[src/logic/soc_map_pkg.sv]
/* SoC address map: decoded regions and the default
   base and length of each region window */
package soc_map_pkg;

   // --------------------
   // Decoded regions
   // --------------------
   typedef enum logic [2:0] {
      REGION_ROM   = 3'd0,
      REGION_APB   = 3'd1,
      REGION_CLINT = 3'd2,
      REGION_DRAM  = 3'd3,
      REGION_NONE  = 3'd4
   } soc_region_e;

   // --------------------
   // Default windows
   // --------------------
   // Boot ROM
   localparam logic [63:0] ROM_BASE     = 64'h0000_0000_0001_0000;
   localparam logic [63:0] ROM_LENGTH   = 64'h0000_0000_0001_0000;

   // Peripheral bus behind the APB bridge
   localparam logic [63:0] APB_BASE     = 64'h0000_0000_6000_0000;
   localparam logic [63:0] APB_LENGTH   = 64'h0000_0000_1000_0000;

   // Core-local interruptor
   localparam logic [63:0] CLINT_BASE   = 64'h0000_0000_0200_0000;
   localparam logic [63:0] CLINT_LENGTH = 64'h0000_0000_000C_0000;

   // Main memory
   localparam logic [63:0] DRAM_BASE    = 64'h0000_0000_8000_0000;
   localparam logic [63:0] DRAM_LENGTH  = 64'h0000_0000_2000_0000;

endpackage

[src/logic/bus_pkg.sv]
/* Master bus definitions: widths, opcodes and
   response codes */
package bus_pkg;

   // --------------------
   // Widths
   // --------------------
   localparam int ADDR_WIDTH = 64;
   localparam int DATA_WIDTH = 64;
   // APB side is narrower
   localparam int APB_WIDTH  = 32;

   // --------------------
   // Opcodes
   // --------------------
   typedef enum logic {
      OP_READ  = 1'b0,
      OP_WRITE = 1'b1
   } bus_op_e;

   // --------------------
   // Responses
   // --------------------
   // Same encoding as AXI xRESP, EXOKAY unused
   typedef enum logic [1:0] {
      RESP_OKAY   = 2'b00,
      RESP_SLVERR = 2'b10,
      RESP_DECERR = 2'b11
   } bus_resp_e;

endpackage

[src/logic/addr_decoder.sv]
/* Address decoder: matches an address against the
   region windows and reports the hit region */
`timescale 1ns/1ps

module addr_decoder #(
   parameter logic [63:0] ROM_BASE     = soc_map_pkg::ROM_BASE,
   parameter logic [63:0] ROM_LENGTH   = soc_map_pkg::ROM_LENGTH,
   parameter logic [63:0] APB_BASE     = soc_map_pkg::APB_BASE,
   parameter logic [63:0] APB_LENGTH   = soc_map_pkg::APB_LENGTH,
   parameter logic [63:0] CLINT_BASE   = soc_map_pkg::CLINT_BASE,
   parameter logic [63:0] CLINT_LENGTH = soc_map_pkg::CLINT_LENGTH,
   parameter logic [63:0] DRAM_BASE    = soc_map_pkg::DRAM_BASE,
   parameter logic [63:0] DRAM_LENGTH  = soc_map_pkg::DRAM_LENGTH
) (
   input  logic [bus_pkg::ADDR_WIDTH-1:0] dec_addr_i,
   output soc_map_pkg::soc_region_e       dec_region_o
);

   // Base inclusive, end exclusive
   function automatic logic in_window(
      input logic [bus_pkg::ADDR_WIDTH-1:0] addr,
      input logic [63:0]                    base,
      input logic [63:0]                    length
   );
      logic [bus_pkg::ADDR_WIDTH-1:0] lo;
      logic [bus_pkg::ADDR_WIDTH-1:0] hi;
      lo = base[bus_pkg::ADDR_WIDTH-1:0];
      hi = base[bus_pkg::ADDR_WIDTH-1:0] + length[bus_pkg::ADDR_WIDTH-1:0];
      return (addr >= lo) && (addr < hi);
   endfunction

   // First match wins
   always_comb begin
      if (in_window(dec_addr_i, ROM_BASE, ROM_LENGTH)) begin
         dec_region_o = soc_map_pkg::REGION_ROM;
      end else if (in_window(dec_addr_i, APB_BASE, APB_LENGTH)) begin
         dec_region_o = soc_map_pkg::REGION_APB;
      end else if (in_window(dec_addr_i, CLINT_BASE, CLINT_LENGTH)) begin
         dec_region_o = soc_map_pkg::REGION_CLINT;
      end else if (in_window(dec_addr_i, DRAM_BASE, DRAM_LENGTH)) begin
         dec_region_o = soc_map_pkg::REGION_DRAM;
      end else begin
         dec_region_o = soc_map_pkg::REGION_NONE;
      end
   end

endmodule

[src/logic/apb_bridge.sv]
/* 64-to-32-bit APB bridge: runs one setup and access
   transfer per start pulse */
`timescale 1ns/1ps

module apb_bridge (
   input  logic                           clk,
   input  logic                           arst_n_i,
   // Request from the router
   input  logic                           apb_start_i,
   input  logic                           apb_write_i,
   input  logic [bus_pkg::ADDR_WIDTH-1:0] apb_addr_i,
   input  logic [bus_pkg::DATA_WIDTH-1:0] apb_wdata_i,
   output logic                           apb_done_o,
   output logic [bus_pkg::DATA_WIDTH-1:0] apb_rdata_o,
   output logic                           apb_err_o,
   // APB pins
   output logic                           psel_o,
   output logic                           penable_o,
   output logic                           pwrite_o,
   output logic [bus_pkg::APB_WIDTH-1:0]  paddr_o,
   output logic [bus_pkg::APB_WIDTH-1:0]  pwdata_o,
   input  logic [bus_pkg::APB_WIDTH-1:0]  prdata_i,
   input  logic                           pready_i,
   input  logic                           pslverr_i
);

   typedef enum logic [1:0] {
      IDLE,
      SETUP,
      ACCESS
   } apb_state_e;

   apb_state_e state_q;
   apb_state_e state_d;
   logic       launch;
   logic       xfer_end;

   assign launch   = (state_q == IDLE) && apb_start_i;
   assign xfer_end = (state_q == ACCESS) && pready_i;

   // --------------------
   // Transfer FSM
   // --------------------
   always_comb begin
      state_d = state_q;
      case (state_q)
         IDLE: begin
            if (apb_start_i) begin
               state_d = SETUP;
            end
         end
         SETUP:   state_d = ACCESS;
         // Slave may stretch the access phase
         ACCESS: begin
            if (pready_i) begin
               state_d = IDLE;
            end
         end
         default: state_d = IDLE;
      endcase
   end

   always_ff @(posedge clk or negedge arst_n_i) begin
      if (!arst_n_i) begin
         state_q    <= IDLE;
         apb_done_o <= 1'b0;
      end else begin
         state_q    <= state_d;
         apb_done_o <= xfer_end;
      end
   end

   // --------------------
   // Payload
   // --------------------
   always_ff @(posedge clk) begin
      if (launch) begin
         pwrite_o <= apb_write_i;
         paddr_o  <= apb_addr_i[bus_pkg::APB_WIDTH-1:0];
         pwdata_o <= apb_wdata_i[bus_pkg::APB_WIDTH-1:0];
      end
      if (xfer_end) begin
         apb_rdata_o <= {{(bus_pkg::DATA_WIDTH - bus_pkg::APB_WIDTH){1'b0}}, prdata_i};
         apb_err_o   <= pslverr_i;
      end
   end

   assign psel_o    = (state_q != IDLE);
   assign penable_o = (state_q == ACCESS);

endmodule

[src/logic/periph_router.sv]
/* Request router: holds one master request, sends it to the
   memory port, the APB bridge or a decode error, and answers */
`timescale 1ns/1ps

module periph_router (
   input  logic                           clk,
   input  logic                           arst_n_i,
   // Master request and response
   input  logic                           req_valid_i,
   input  bus_pkg::bus_op_e               req_op_i,
   input  logic [bus_pkg::ADDR_WIDTH-1:0] req_addr_i,
   input  logic [bus_pkg::DATA_WIDTH-1:0] req_wdata_i,
   output logic                           req_ready_o,
   output logic                           rsp_valid_o,
   output bus_pkg::bus_resp_e             rsp_status_o,
   output logic [bus_pkg::DATA_WIDTH-1:0] rsp_rdata_o,
   // Shared memory target port
   output logic                           mem_req_o,
   output soc_map_pkg::soc_region_e       mem_target_o,
   output logic                           mem_we_o,
   output logic [bus_pkg::ADDR_WIDTH-1:0] mem_addr_o,
   output logic [bus_pkg::DATA_WIDTH-1:0] mem_wdata_o,
   input  logic [bus_pkg::DATA_WIDTH-1:0] mem_rdata_i,
   input  logic                           mem_ack_i,
   input  logic                           mem_err_i,
   // Decoder
   output logic [bus_pkg::ADDR_WIDTH-1:0] dec_addr_o,
   input  soc_map_pkg::soc_region_e       dec_region_i,
   // APB bridge
   output logic                           apb_start_o,
   output logic                           apb_write_o,
   output logic [bus_pkg::ADDR_WIDTH-1:0] apb_addr_o,
   output logic [bus_pkg::DATA_WIDTH-1:0] apb_wdata_o,
   input  logic                           apb_done_i,
   input  logic [bus_pkg::DATA_WIDTH-1:0] apb_rdata_i,
   input  logic                           apb_err_i
);

   typedef enum logic [2:0] {
      IDLE,
      DECODE,
      MEM_WAIT,
      APB_WAIT,
      RESPOND
   } router_state_e;

   router_state_e                  state_q;
   router_state_e                  state_d;
   bus_pkg::bus_op_e               op_q;
   logic [bus_pkg::ADDR_WIDTH-1:0] addr_q;
   logic [bus_pkg::DATA_WIDTH-1:0] wdata_q;
   bus_pkg::bus_resp_e             status_q;
   logic [bus_pkg::DATA_WIDTH-1:0] rdata_q;
   logic                           is_read;
   logic                           mem_hit;
   logic                           mem_done;
   logic                           dec_miss;

   assign is_read  = (op_q == bus_pkg::OP_READ);
   assign mem_hit  = (dec_region_i == soc_map_pkg::REGION_ROM)
                  || (dec_region_i == soc_map_pkg::REGION_CLINT)
                  || (dec_region_i == soc_map_pkg::REGION_DRAM);
   assign dec_miss = (state_q == DECODE) && (dec_region_i == soc_map_pkg::REGION_NONE);

   // --------------------
   // Control FSM
   // --------------------
   always_comb begin
      state_d = state_q;
      case (state_q)
         IDLE: begin
            if (req_valid_i) begin
               state_d = DECODE;
            end
         end
         DECODE: begin
            if (mem_hit) begin
               state_d = mem_ack_i ? RESPOND : MEM_WAIT;
            end else if (dec_region_i == soc_map_pkg::REGION_APB) begin
               state_d = APB_WAIT;
            end else begin
               state_d = RESPOND;
            end
         end
         MEM_WAIT: begin
            if (mem_ack_i) begin
               state_d = RESPOND;
            end
         end
         // Bridge answers straight to the master
         APB_WAIT: begin
            if (apb_done_i) begin
               state_d = IDLE;
            end
         end
         default: state_d = IDLE;
      endcase
   end

   always_ff @(posedge clk or negedge arst_n_i) begin
      if (!arst_n_i) begin
         state_q <= IDLE;
      end else begin
         state_q <= state_d;
      end
   end

   // Captured request and pending response
   always_ff @(posedge clk) begin
      if (req_valid_i && req_ready_o) begin
         op_q    <= req_op_i;
         addr_q  <= req_addr_i;
         wdata_q <= req_wdata_i;
      end
      if (dec_miss) begin
         status_q <= bus_pkg::RESP_DECERR;
         rdata_q  <= '0;
      end else if (mem_done) begin
         status_q <= mem_err_i ? bus_pkg::RESP_SLVERR : bus_pkg::RESP_OKAY;
         rdata_q  <= is_read ? mem_rdata_i : '0;
      end
   end

   assign req_ready_o = (state_q == IDLE);
   assign dec_addr_o  = addr_q;

   // --------------------
   // Target side
   // --------------------
   assign mem_req_o    = ((state_q == DECODE) && mem_hit) || (state_q == MEM_WAIT);
   assign mem_done     = mem_req_o && mem_ack_i;
   assign mem_target_o = dec_region_i;
   assign mem_we_o     = (op_q == bus_pkg::OP_WRITE);
   assign mem_addr_o   = addr_q;
   assign mem_wdata_o  = wdata_q;

   assign apb_start_o = (state_q == DECODE) && (dec_region_i == soc_map_pkg::REGION_APB);
   assign apb_write_o = (op_q == bus_pkg::OP_WRITE);
   assign apb_addr_o  = addr_q;
   assign apb_wdata_o = wdata_q;

   // --------------------
   // Response
   // --------------------
   always_comb begin
      if (state_q == APB_WAIT) begin
         rsp_valid_o  = apb_done_i;
         rsp_status_o = apb_err_i ? bus_pkg::RESP_SLVERR : bus_pkg::RESP_OKAY;
         rsp_rdata_o  = is_read ? apb_rdata_i : '0;
      end else begin
         rsp_valid_o  = (state_q == RESPOND);
         rsp_status_o = status_q;
         rsp_rdata_o  = rdata_q;
      end
   end

endmodule

[src/logic/soc_interconnect_top.sv]
/* Peripheral interconnect top: router, address decoder
   and APB bridge for one bus master */
`timescale 1ns/1ps

module soc_interconnect_top #(
   parameter logic [63:0] ROM_BASE     = soc_map_pkg::ROM_BASE,
   parameter logic [63:0] ROM_LENGTH   = soc_map_pkg::ROM_LENGTH,
   parameter logic [63:0] APB_BASE     = soc_map_pkg::APB_BASE,
   parameter logic [63:0] APB_LENGTH   = soc_map_pkg::APB_LENGTH,
   parameter logic [63:0] CLINT_BASE   = soc_map_pkg::CLINT_BASE,
   parameter logic [63:0] CLINT_LENGTH = soc_map_pkg::CLINT_LENGTH,
   parameter logic [63:0] DRAM_BASE    = soc_map_pkg::DRAM_BASE,
   parameter logic [63:0] DRAM_LENGTH  = soc_map_pkg::DRAM_LENGTH
) (
   input  logic                           clk,
   input  logic                           arst_n_i,
   // Master
   input  logic                           req_valid_i,
   input  bus_pkg::bus_op_e               req_op_i,
   input  logic [bus_pkg::ADDR_WIDTH-1:0] req_addr_i,
   input  logic [bus_pkg::DATA_WIDTH-1:0] req_wdata_i,
   output logic                           req_ready_o,
   output logic                           rsp_valid_o,
   output bus_pkg::bus_resp_e             rsp_status_o,
   output logic [bus_pkg::DATA_WIDTH-1:0] rsp_rdata_o,
   // ROM, CLINT and DRAM
   output logic                           mem_req_o,
   output soc_map_pkg::soc_region_e       mem_target_o,
   output logic                           mem_we_o,
   output logic [bus_pkg::ADDR_WIDTH-1:0] mem_addr_o,
   output logic [bus_pkg::DATA_WIDTH-1:0] mem_wdata_o,
   input  logic [bus_pkg::DATA_WIDTH-1:0] mem_rdata_i,
   input  logic                           mem_ack_i,
   input  logic                           mem_err_i,
   // APB
   output logic                           psel_o,
   output logic                           penable_o,
   output logic                           pwrite_o,
   output logic [bus_pkg::APB_WIDTH-1:0]  paddr_o,
   output logic [bus_pkg::APB_WIDTH-1:0]  pwdata_o,
   input  logic [bus_pkg::APB_WIDTH-1:0]  prdata_i,
   input  logic                           pready_i,
   input  logic                           pslverr_i
);

   logic [bus_pkg::ADDR_WIDTH-1:0] dec_addr;
   soc_map_pkg::soc_region_e       dec_region;
   logic                           apb_start;
   logic                           apb_write;
   logic [bus_pkg::ADDR_WIDTH-1:0] apb_addr;
   logic [bus_pkg::DATA_WIDTH-1:0] apb_wdata;
   logic                           apb_done;
   logic [bus_pkg::DATA_WIDTH-1:0] apb_rdata;
   logic                           apb_err;

   // --------------------
   // Router
   // --------------------
   periph_router i_periph_router (
      .clk          ( clk          ),
      .arst_n_i     ( arst_n_i     ),
      .req_valid_i  ( req_valid_i  ),
      .req_op_i     ( req_op_i     ),
      .req_addr_i   ( req_addr_i   ),
      .req_wdata_i  ( req_wdata_i  ),
      .req_ready_o  ( req_ready_o  ),
      .rsp_valid_o  ( rsp_valid_o  ),
      .rsp_status_o ( rsp_status_o ),
      .rsp_rdata_o  ( rsp_rdata_o  ),
      .mem_req_o    ( mem_req_o    ),
      .mem_target_o ( mem_target_o ),
      .mem_we_o     ( mem_we_o     ),
      .mem_addr_o   ( mem_addr_o   ),
      .mem_wdata_o  ( mem_wdata_o  ),
      .mem_rdata_i  ( mem_rdata_i  ),
      .mem_ack_i    ( mem_ack_i    ),
      .mem_err_i    ( mem_err_i    ),
      .dec_addr_o   ( dec_addr     ),
      .dec_region_i ( dec_region   ),
      .apb_start_o  ( apb_start    ),
      .apb_write_o  ( apb_write    ),
      .apb_addr_o   ( apb_addr     ),
      .apb_wdata_o  ( apb_wdata    ),
      .apb_done_i   ( apb_done     ),
      .apb_rdata_i  ( apb_rdata    ),
      .apb_err_i    ( apb_err      )
   );

   // Region windows come from the top parameters
   addr_decoder #(
      .ROM_BASE     ( ROM_BASE     ),
      .ROM_LENGTH   ( ROM_LENGTH   ),
      .APB_BASE     ( APB_BASE     ),
      .APB_LENGTH   ( APB_LENGTH   ),
      .CLINT_BASE   ( CLINT_BASE   ),
      .CLINT_LENGTH ( CLINT_LENGTH ),
      .DRAM_BASE    ( DRAM_BASE    ),
      .DRAM_LENGTH  ( DRAM_LENGTH  )
   ) i_addr_decoder (
      .dec_addr_i   ( dec_addr     ),
      .dec_region_o ( dec_region   )
   );

   // --------------------
   // APB
   // --------------------
   apb_bridge i_apb_bridge (
      .clk         ( clk       ),
      .arst_n_i    ( arst_n_i  ),
      .apb_start_i ( apb_start ),
      .apb_write_i ( apb_write ),
      .apb_addr_i  ( apb_addr  ),
      .apb_wdata_i ( apb_wdata ),
      .apb_done_o  ( apb_done  ),
      .apb_rdata_o ( apb_rdata ),
      .apb_err_o   ( apb_err   ),
      .psel_o      ( psel_o    ),
      .penable_o   ( penable_o ),
      .pwrite_o    ( pwrite_o  ),
      .paddr_o     ( paddr_o   ),
      .pwdata_o    ( pwdata_o  ),
      .prdata_i    ( prdata_i  ),
      .pready_i    ( pready_i  ),
      .pslverr_i   ( pslverr_i )
   );

endmodule

[config.mk]
export PLATFORM = sky130hd
export DESIGN_NAME = soc_interconnect_top
export DESIGN_NICKNAME = d
export VERILOG_FILES = /design/src/logic/soc_map_pkg.sv /design/src/logic/bus_pkg.sv /design/src/logic/addr_decoder.sv /design/src/logic/apb_bridge.sv /design/src/logic/periph_router.sv /design/src/logic/soc_interconnect_top.sv
export SDC_FILE = /design/constraint.sdc
export NUM_CORES = 1
export LEC_CHECK = 0
export ABC_CLOCK_PERIOD_IN_PS = 6150
export BUFFER_PORTS_ARGS = -buffer_cell sky130_fd_sc_hd__buf_2
export CORE_AREA = 2 2 192 194
export DETAILED_ROUTE_END_ITERATION = 10
export DIE_AREA = 0 0 194 196
export HOLD_SLACK_MARGIN = 0.03
export PLACE_DENSITY_LB_ADDON = 0.08
export SLEW_MARGIN = 5
export SYNTH_ARGS = -nofsm -noshare
export SYNTH_HDL_FRONTEND = slang
export SYNTH_SLANG_ARGS = --single-unit
[constraint.sdc]
create_clock -name clk -period 6.15 [get_ports clk]
set_input_delay 0.615 -clock clk [delete_from_list [all_inputs] [get_ports clk]]
set_output_delay 0.615 -clock clk [all_outputs]
set_load 0.005 [all_outputs]
==> results of run 1 <==
[critical path: stages, from the launching register on]
cell and delay (ps):
edfxtp_1 380, nor4_1 460, nand4_1 390, nor2_4 310, nand3_1 170, nor2_4 750, buf_4 570
[metrics by stage]
step	std cells	instance area [um2]
after global routing	1731	15070
after floorplan	735	11020
final	1736	15080
after detailed placement	1665	13990
after global placement	1665	13990
after CTS	1729	15060
[report_power, final]
group | switching [mW] | internal (mW)
Sequential | 0.100 | 2.45
Clock | 0.810 | 1.12
Combinational | 0.504 | 0.258
Total | 1.41 | 3.83
[registers in the layout, indices dropped and copies added, names as in the netlist]
name	count
i_apb_bridge.pwdata_o	32
i_apb_bridge.pwrite_o	1
i_apb_bridge.apb_err_o	1
i_periph_router.apb_addr_o	64
i_periph_router.state_q	3
i_periph_router.apb_write_o	1
i_apb_bridge.apb_rdata_o	32
i_periph_router.rdata_q	64
i_apb_bridge.apb_done_o	1
i_periph_router.status_q	2
i_apb_bridge.paddr_o	32
i_apb_bridge.state_q	2
i_periph_router.apb_wdata_o	64
[cell families (layout without fill, tap and decap cells)]
group	count (synthesis)	in the layout
other cells	0	7
simple gates	269	269
flops	299	299
compound gates	53	53
buf+inv	47	573
mux	67	67
[final cells by class]
cell class	instances	area, um2	area share, %
multi-input combinational	389	2556	16.95
timing repair buffer	508	2567	17.03
clock inverter	15	111.4	0.7385
sequential	299	8288	54.96
antenna	7	17.52	0.1162
tap	468	585.6	3.883
inverter	2	7.507	0.04978
clock buffer	48	945.9	6.273
[cell usage after synthesis, drive strengths merged (4+ instances only)]
master and number:
nor2 6, nor3 5, nand3 66, and2 35, nand2 35, clkbuf 24, edfxtp 227, a21oi 6
nand2b 98, dfxtp 66, dfrtp 6, buf 21, nor2b 4, nor4 10, o21ai 35, mux2i 65
[worst paths after layout]
check / end / slack, ps / cells after the start
max in group asynchronous: i_apb_bridge.apb_done_o$_DFF_PN0_ / 5460 / 2
min: i_apb_bridge.apb_rdata_o[9]$_DFFE_PP_ / 260 / 1
min reg2reg: i_apb_bridge.paddr_o[6]$_DFFE_PP_ / 440 / 0
max reg2reg: i_apb_bridge.pwdata_o[29]$_DFFE_PP_ / 2710 / 6
min in group asynchronous: i_periph_router.state_q[0]$_DFFE_PN0P_ / 540 / 2
max: i_apb_bridge.pwdata_o[29]$_DFFE_PP_ / 2710 / 6
[timing repair]
| item | CTS | global route |
|---|---|---|
| buffers inserted | 0 | 0 |
| gates resized for setup | 0 | 0 |
| setup endpoints to repair | 0 | 0 |
| hold buffers | 1 | 0 |
| endpoints found under the hold margin | 6 | 0 |
[layout by cell type, fill, tap and decap left out, types with 2 or more instances in the layout]
| master | netlist | layout |
|---|---|---|
| nand3b_1 | 2 | 2 |
| nor2_4 | 1 | 2 |
| o21ai_0 | 34 | 34 |
| clkinv_1 | 0 | 8 |
| buf_2 | 11 | 499 |
| inv_1 | 2 | 2 |
| clkbuf_1 | 24 | 12 |
| buf_4 | 2 | 8 |
| diode_2 | 0 | 7 |
| nand2_1 | 35 | 35 |
| o211ai_1 | 2 | 2 |
| and2_1 | 35 | 33 |
| nor4_1 | 8 | 8 |
| nand3_1 | 66 | 66 |
| a21oi_1 | 6 | 5 |
| a31oi_1 | 2 | 2 |
| clkbuf_16 | 0 | 36 |
| clkinv_2 | 0 | 2 |
| mux2i_1 | 65 | 65 |
| nor2_1 | 5 | 4 |
| dfrtp_1 | 6 | 6 |
| a21boi_1 | 2 | 2 |
| nor4_2 | 2 | 2 |
| nand2b_1 | 98 | 98 |
| nor4b_1 | 2 | 2 |
| nor2b_1 | 4 | 4 |
| nor3_1 | 5 | 5 |
| dfxtp_1 | 66 | 66 |
| edfxtp_1 | 227 | 227 |
| nand4_1 | 2 | 2 |
[per-layer routing]
metal | vias to the layer above | track usage, % | part of all wire [%]
li1 | 3692 | - | -
met4 | 12 | 8.221 | 3.7
met5 | - | 0 | 0.24
met1 | 3713 | 19.26 | 37
met3 | 74 | 9.111 | 11
met2 | 309 | 29.50 | 48
==> run summary, run 1 <==
Worst path arrival time - 3600 ps
Status - completed
Distinct cells, synth - 41
Largest family of logic cells by synthesized area - simple AND/OR/NAND/NOR gates
Peak VDD IR - 237.8 uV
Hold Crit Class - primary input to flop
Detailed Routing Iterations Pass 1 - 4
Adder-cell share of the synthesized area - 0%
Largest area contributor in the netlist - edfxtp_1
Post-Syn Instances - 735
Clock transition at the registers of the reported paths - 60 ps
Post-synthesis compound-gate area fraction - 2.725%
Hold Startpoint - prdata_i[9]
Setup TNS - 0 ps
Row cnt - 70
Post-route ant nets - 0
Yosys reg bits - 299
Clk_skew - 10.72 ps
Syn nets - 967
Total power - 5.244 mW
Initial antenna violation count - 12
Number of global-route vias before repair - 8046
DRC errors left - 0
Simple-Gate Fraction of Synth Area - 13.89%
Main flop type after synthesis - edfxtp_1
Top cells by area, synth - edfxtp_1, dfxtp_1, mux2i_1, nand2b_1, nand3_1
Unrepaired setup endpoints after global routing - no
Fin crit period - 3437 ps
Iteration-0 DRC Markers - 302
Crit. Startpoint - i_periph_router.apb_addr_o[45]$_DFFE_PP_
Hold_ws - 256.1 ps
Worst-Skew Late Latency - 530 ps
CTS tree - yes
Post-synth ARST share - 2.007%
Largest net degree at the start of global routing - 100
Worst R2R Start - i_periph_router.apb_addr_o[45]$_DFFE_PP_
Syn avg cell area - 14.99 um2
CP max FO - 36
Crit end category - flop
Number of enable flip-flop cells after synthesis - 227
Tightest Pin Transition - 1108 ps
Part of the Yosys area used for sequential elements - 75.21%
Max-Cap Viols - 0
H-tree depth - 2
Share of cells above drive strength 1 - 44.49%
Max Freq - 291.0 MHz
Final setup margin - 2713 ps
Pins over their slew limit - 0
Xor/xnor share of the synthesized area - 0%
CORE AREA - 36080 um2
Total wire length - 35250 um
Die Span Y - 196 um
Global-route wire length before repair - 50620 um
Initial core utilization - 30.54%
I/O pins - 500
Mapped cell area - 11020 um2
Gr ovfl total - 0
Post-synth top area share - 61.86%
DP Worst Slack - 2609 ps
Clk sink count - 299
DR WL/cell - 20.30 um
CTS Root Buffer Type - clkbuf_16
Syn-to-layout area delta - 36.85%
Fill cell count - 3532
DR vias/cell - 4.493
Die ar. - 38020 um2
Routed vias - 7800
Cts bufs inserted - 35
Final setup violation count - 0
Clock tree buffer depth - 3
Global Route Usage Sum - 17.92%
Synthesis warning total - 0
Fin nets - 1467
Slew margin rel. - 26.16%
Period Utilization, post-route - 55.88%
Cell Pwr Density - 347.8 nW/um2
Critical path required time - 6310 ps
GP Congestion - 0.7845
IO Port Bufs - 499
Setup crit start kind - flop
Final hold violation count - 0
Detailed placer's ending HPWL - 25390 um
Layout Utilization - 41.79%
LEAKAGE - 6.550 nW
Die X-Extent - 194 um
CP Class - flop to flop
Mux contribution to synthesized area - 6.109%
Note: power is estimated with default switching activity, not from simulation.
==> run 2, diff against run 1 <==
--- a/config.mk
+++ b/config.mk
@@ -5,7 +5,7 @@
 export SDC_FILE = /design/constraint.sdc
 export NUM_CORES = 1
 export LEC_CHECK = 0
-export ABC_CLOCK_PERIOD_IN_PS = 6150
+export ABC_CLOCK_PERIOD_IN_PS = 3300
 export BUFFER_PORTS_ARGS = -buffer_cell sky130_fd_sc_hd__buf_2
 export CORE_AREA = 2 2 192 194
 export DETAILED_ROUTE_END_ITERATION = 10
==> constraint.sdc (replaced) <==
create_clock -name clk -period 3.3 [get_ports clk]
set_input_delay 0.33 -clock clk [delete_from_list [all_inputs] [get_ports clk]]
set_output_delay 0.33 -clock clk [all_outputs]
set_load 0.005 [all_outputs]
==> run summary, run 2 (same netlist as run 1, synthesis figures left out) <==
Status - completed
CTS tree - yes
Global-route wire length before repair - 54540 um
Iteration-0 DRC Markers - 273
Total wire length - 36660 um
Detailed placer's ending HPWL - 26100 um
Cts bufs inserted - 37
Crit end category - output port
Slowest cell on the critical path - edfxtp_1
Period Utilization, post-route - 89.27%
H-tree depth - 2
LEAKAGE - 7.513 nW
Global Route Usage Sum - 18.84%
Crit path cell chain - nor4_1, nand4_1, nor2_4, o21ai_0, buf_2
Largest net degree at the start of global routing - 100
DR WL/cell - 18.88 um
CP max FO - 7
Family with the most delay on the worst path - simple AND/OR/NAND/NOR gates
Fin crit period - 2946 ps
Row cnt - 70
Unrepaired setup endpoints after global routing - no
Final hold violation count - 0
GR Util met3 - 7.358%
Slew margin rel. - 38.98%
Tightest Pin Transition - 915.4 ps
Die ar. - 38020 um2
Gr ovfl total - 0
Part of the power in registers - 46.2%
Worst-Skew Late Latency - 550 ps
Pins over their slew limit - 0
Routed vias - 8610
Global route hottest layer - met2
Clk sink count - 299
CORE AREA - 36080 um2
Post-CTS setup buffer count - 0
Clock transition at the registers of the reported paths - 50 ps
R2r worst-path depth - 6
Met2 Usage GRT - 32.96%
Number of global-route vias before repair - 9182
Commonest non-fill, non-tap cell in the layout - buf_2
Share of cells above drive strength 1 - 39.40%
Max Freq - 339.5 MHz
Worst path arrival time - 2620 ps
Detailed Routing Iterations Pass 1 - 4
Setup TNS - 0 ps
Combinational share of power - 17.2%
Clk_skew - 21.96 ps
Hold depth - 3
GP Congestion - 0.8271
Sw Ratio - 26.97%
Critical path required time - 2970 ps
Initial antenna violation count - 1
# resized after CTS - 0
NetSw - 2.768 mW
Cell Pwr Density - 593.1 nW/um2
Pint - 7.495 mW
Met1 GRT Util - 20.86%
DRC errors left - 0
Peak VDD IR - 543.0 uV
Initial core utilization - 30.54%
Post-route ant nets - 0
CP bufs+invs - 1
Syn-to-layout area delta - 57.03%
Placed Cells - 1676
CTS Root Buffer Type - clkbuf_16
Total power - 10.26 mW
I/O pins - 500
Commonest non-fill, non-tap cells in the layout - buf_2, edfxtp_1, dlygate4sd3_1, nand2b_1
Hold Crit Class - primary input to flop
CP max stage delay - 420 ps
IO Port Bufs - 499
Die X-Extent - 194 um
Setup crit start kind - flop
Post-route insts no fill - 1941
CP Class - flop to output port
Die Span Y - 196 um
Fin nets - 1679
Max-Cap Viols - 0
Clock tree buffer depth - 3
DR vias/cell - 4.436
Final setup violation count - 0
Levels on crit path - 5
Clock power frac - 36.6%
==> run 2: changes by cell type in the layout (fill, tap and decap cells not counted), moves of 2 or more <==
cell,delta
buf_12,+8
buf_4,+3
clkbuf_1,-3
clkbuf_8,+2
clkinv_1,-4
clkinv_2,+3
diode_2,-6
dlygate4sd3_1,+199
==> run 2: per-stage QoR <==
stage          setup WS [ps]  instance area, um2  utilization (%)  hold WS (ps)
6_report               354.2               17300            47.95         60.10
3_5_place_dp           633.5               14180            39.29         166.1
4_1_cts                272.6               17300            47.95         30.09
3_3_place_gp           692.0               14180            39.29         175.4
2_1_floorplan          341.5               11030                -         34.41
5_1_grt                150.8               17300            47.95         53.02
==> run 2: repair_timing <==
item                       CTS  global route
setup endpoints to repair    0             0
hold endpoints to repair   205             0
hold buffers               200             0
==> run 2: final cells by class <==
class / count / area [um2]
Fill cell: 3312 / 18780
Sequential cell: 299 / 8288
Timing Repair Buffer: 718 / 4742
Multi-Input combinational cell: 389 / 2556
Clock buffer: 48 / 987.2
Tap cell: 468 / 585.6
Clock inverter: 16 / 135.1
Inverter: 2 / 7.507
Antenna cell: 1 / 2.502
==> run 2: power by group through the flow <==
stage	clock network, mW	registers [mW]	logic [mW]
final	3.76	4.74	1.77
after global routing	4.02	4.78	1.93
after CTS	3.89	4.74	1.81
after detailed placement	0	4.81	1.61
after global placement	0	4.79	1.62
after floorplan	0	4.84	0.637
==> run 2: routing by layer <==
metal,part of all wire [%],vias up
met5,0,-
met4,2.3,0
met3,8.9,50
met2,51,319
met1,38,4135
li1,-,4106
==> run 2: worst paths after layout <==
path | start | endpoint | slack (ps)
setup / recovery | i_periph_router.apb_addr_o[38]$_DFFE_PP_ | mem_target_o[2] | 350
hold / removal | mem_rdata_i[35] | i_periph_router.rdata_q[35]$_SDFFE_PP0P_ | 60
setup reg to reg | i_periph_router.apb_addr_o[38]$_DFFE_PP_ | i_periph_router.status_q[0]$_SDFFE_PP1P_ | 680
hold reg to reg | i_periph_router.apb_wdata_o[17]$_DFFE_PP_ | i_apb_bridge.pwdata_o[17]$_DFFE_PP_ | 440
max in group asynchronous | arst_n_i | i_apb_bridge.state_q[1]$_DFFE_PN0P_ | 2940
min in group asynchronous | arst_n_i | i_apb_bridge.state_q[0]$_DFFE_PN0P_ | 210
==> run 2: tightest hold or removal path: cells and delay by family <==
kind,cells,cell delay (ps)
buffers and inverters,1,90
multiplexers,1,60
AND/OR/NAND/NOR,1,60
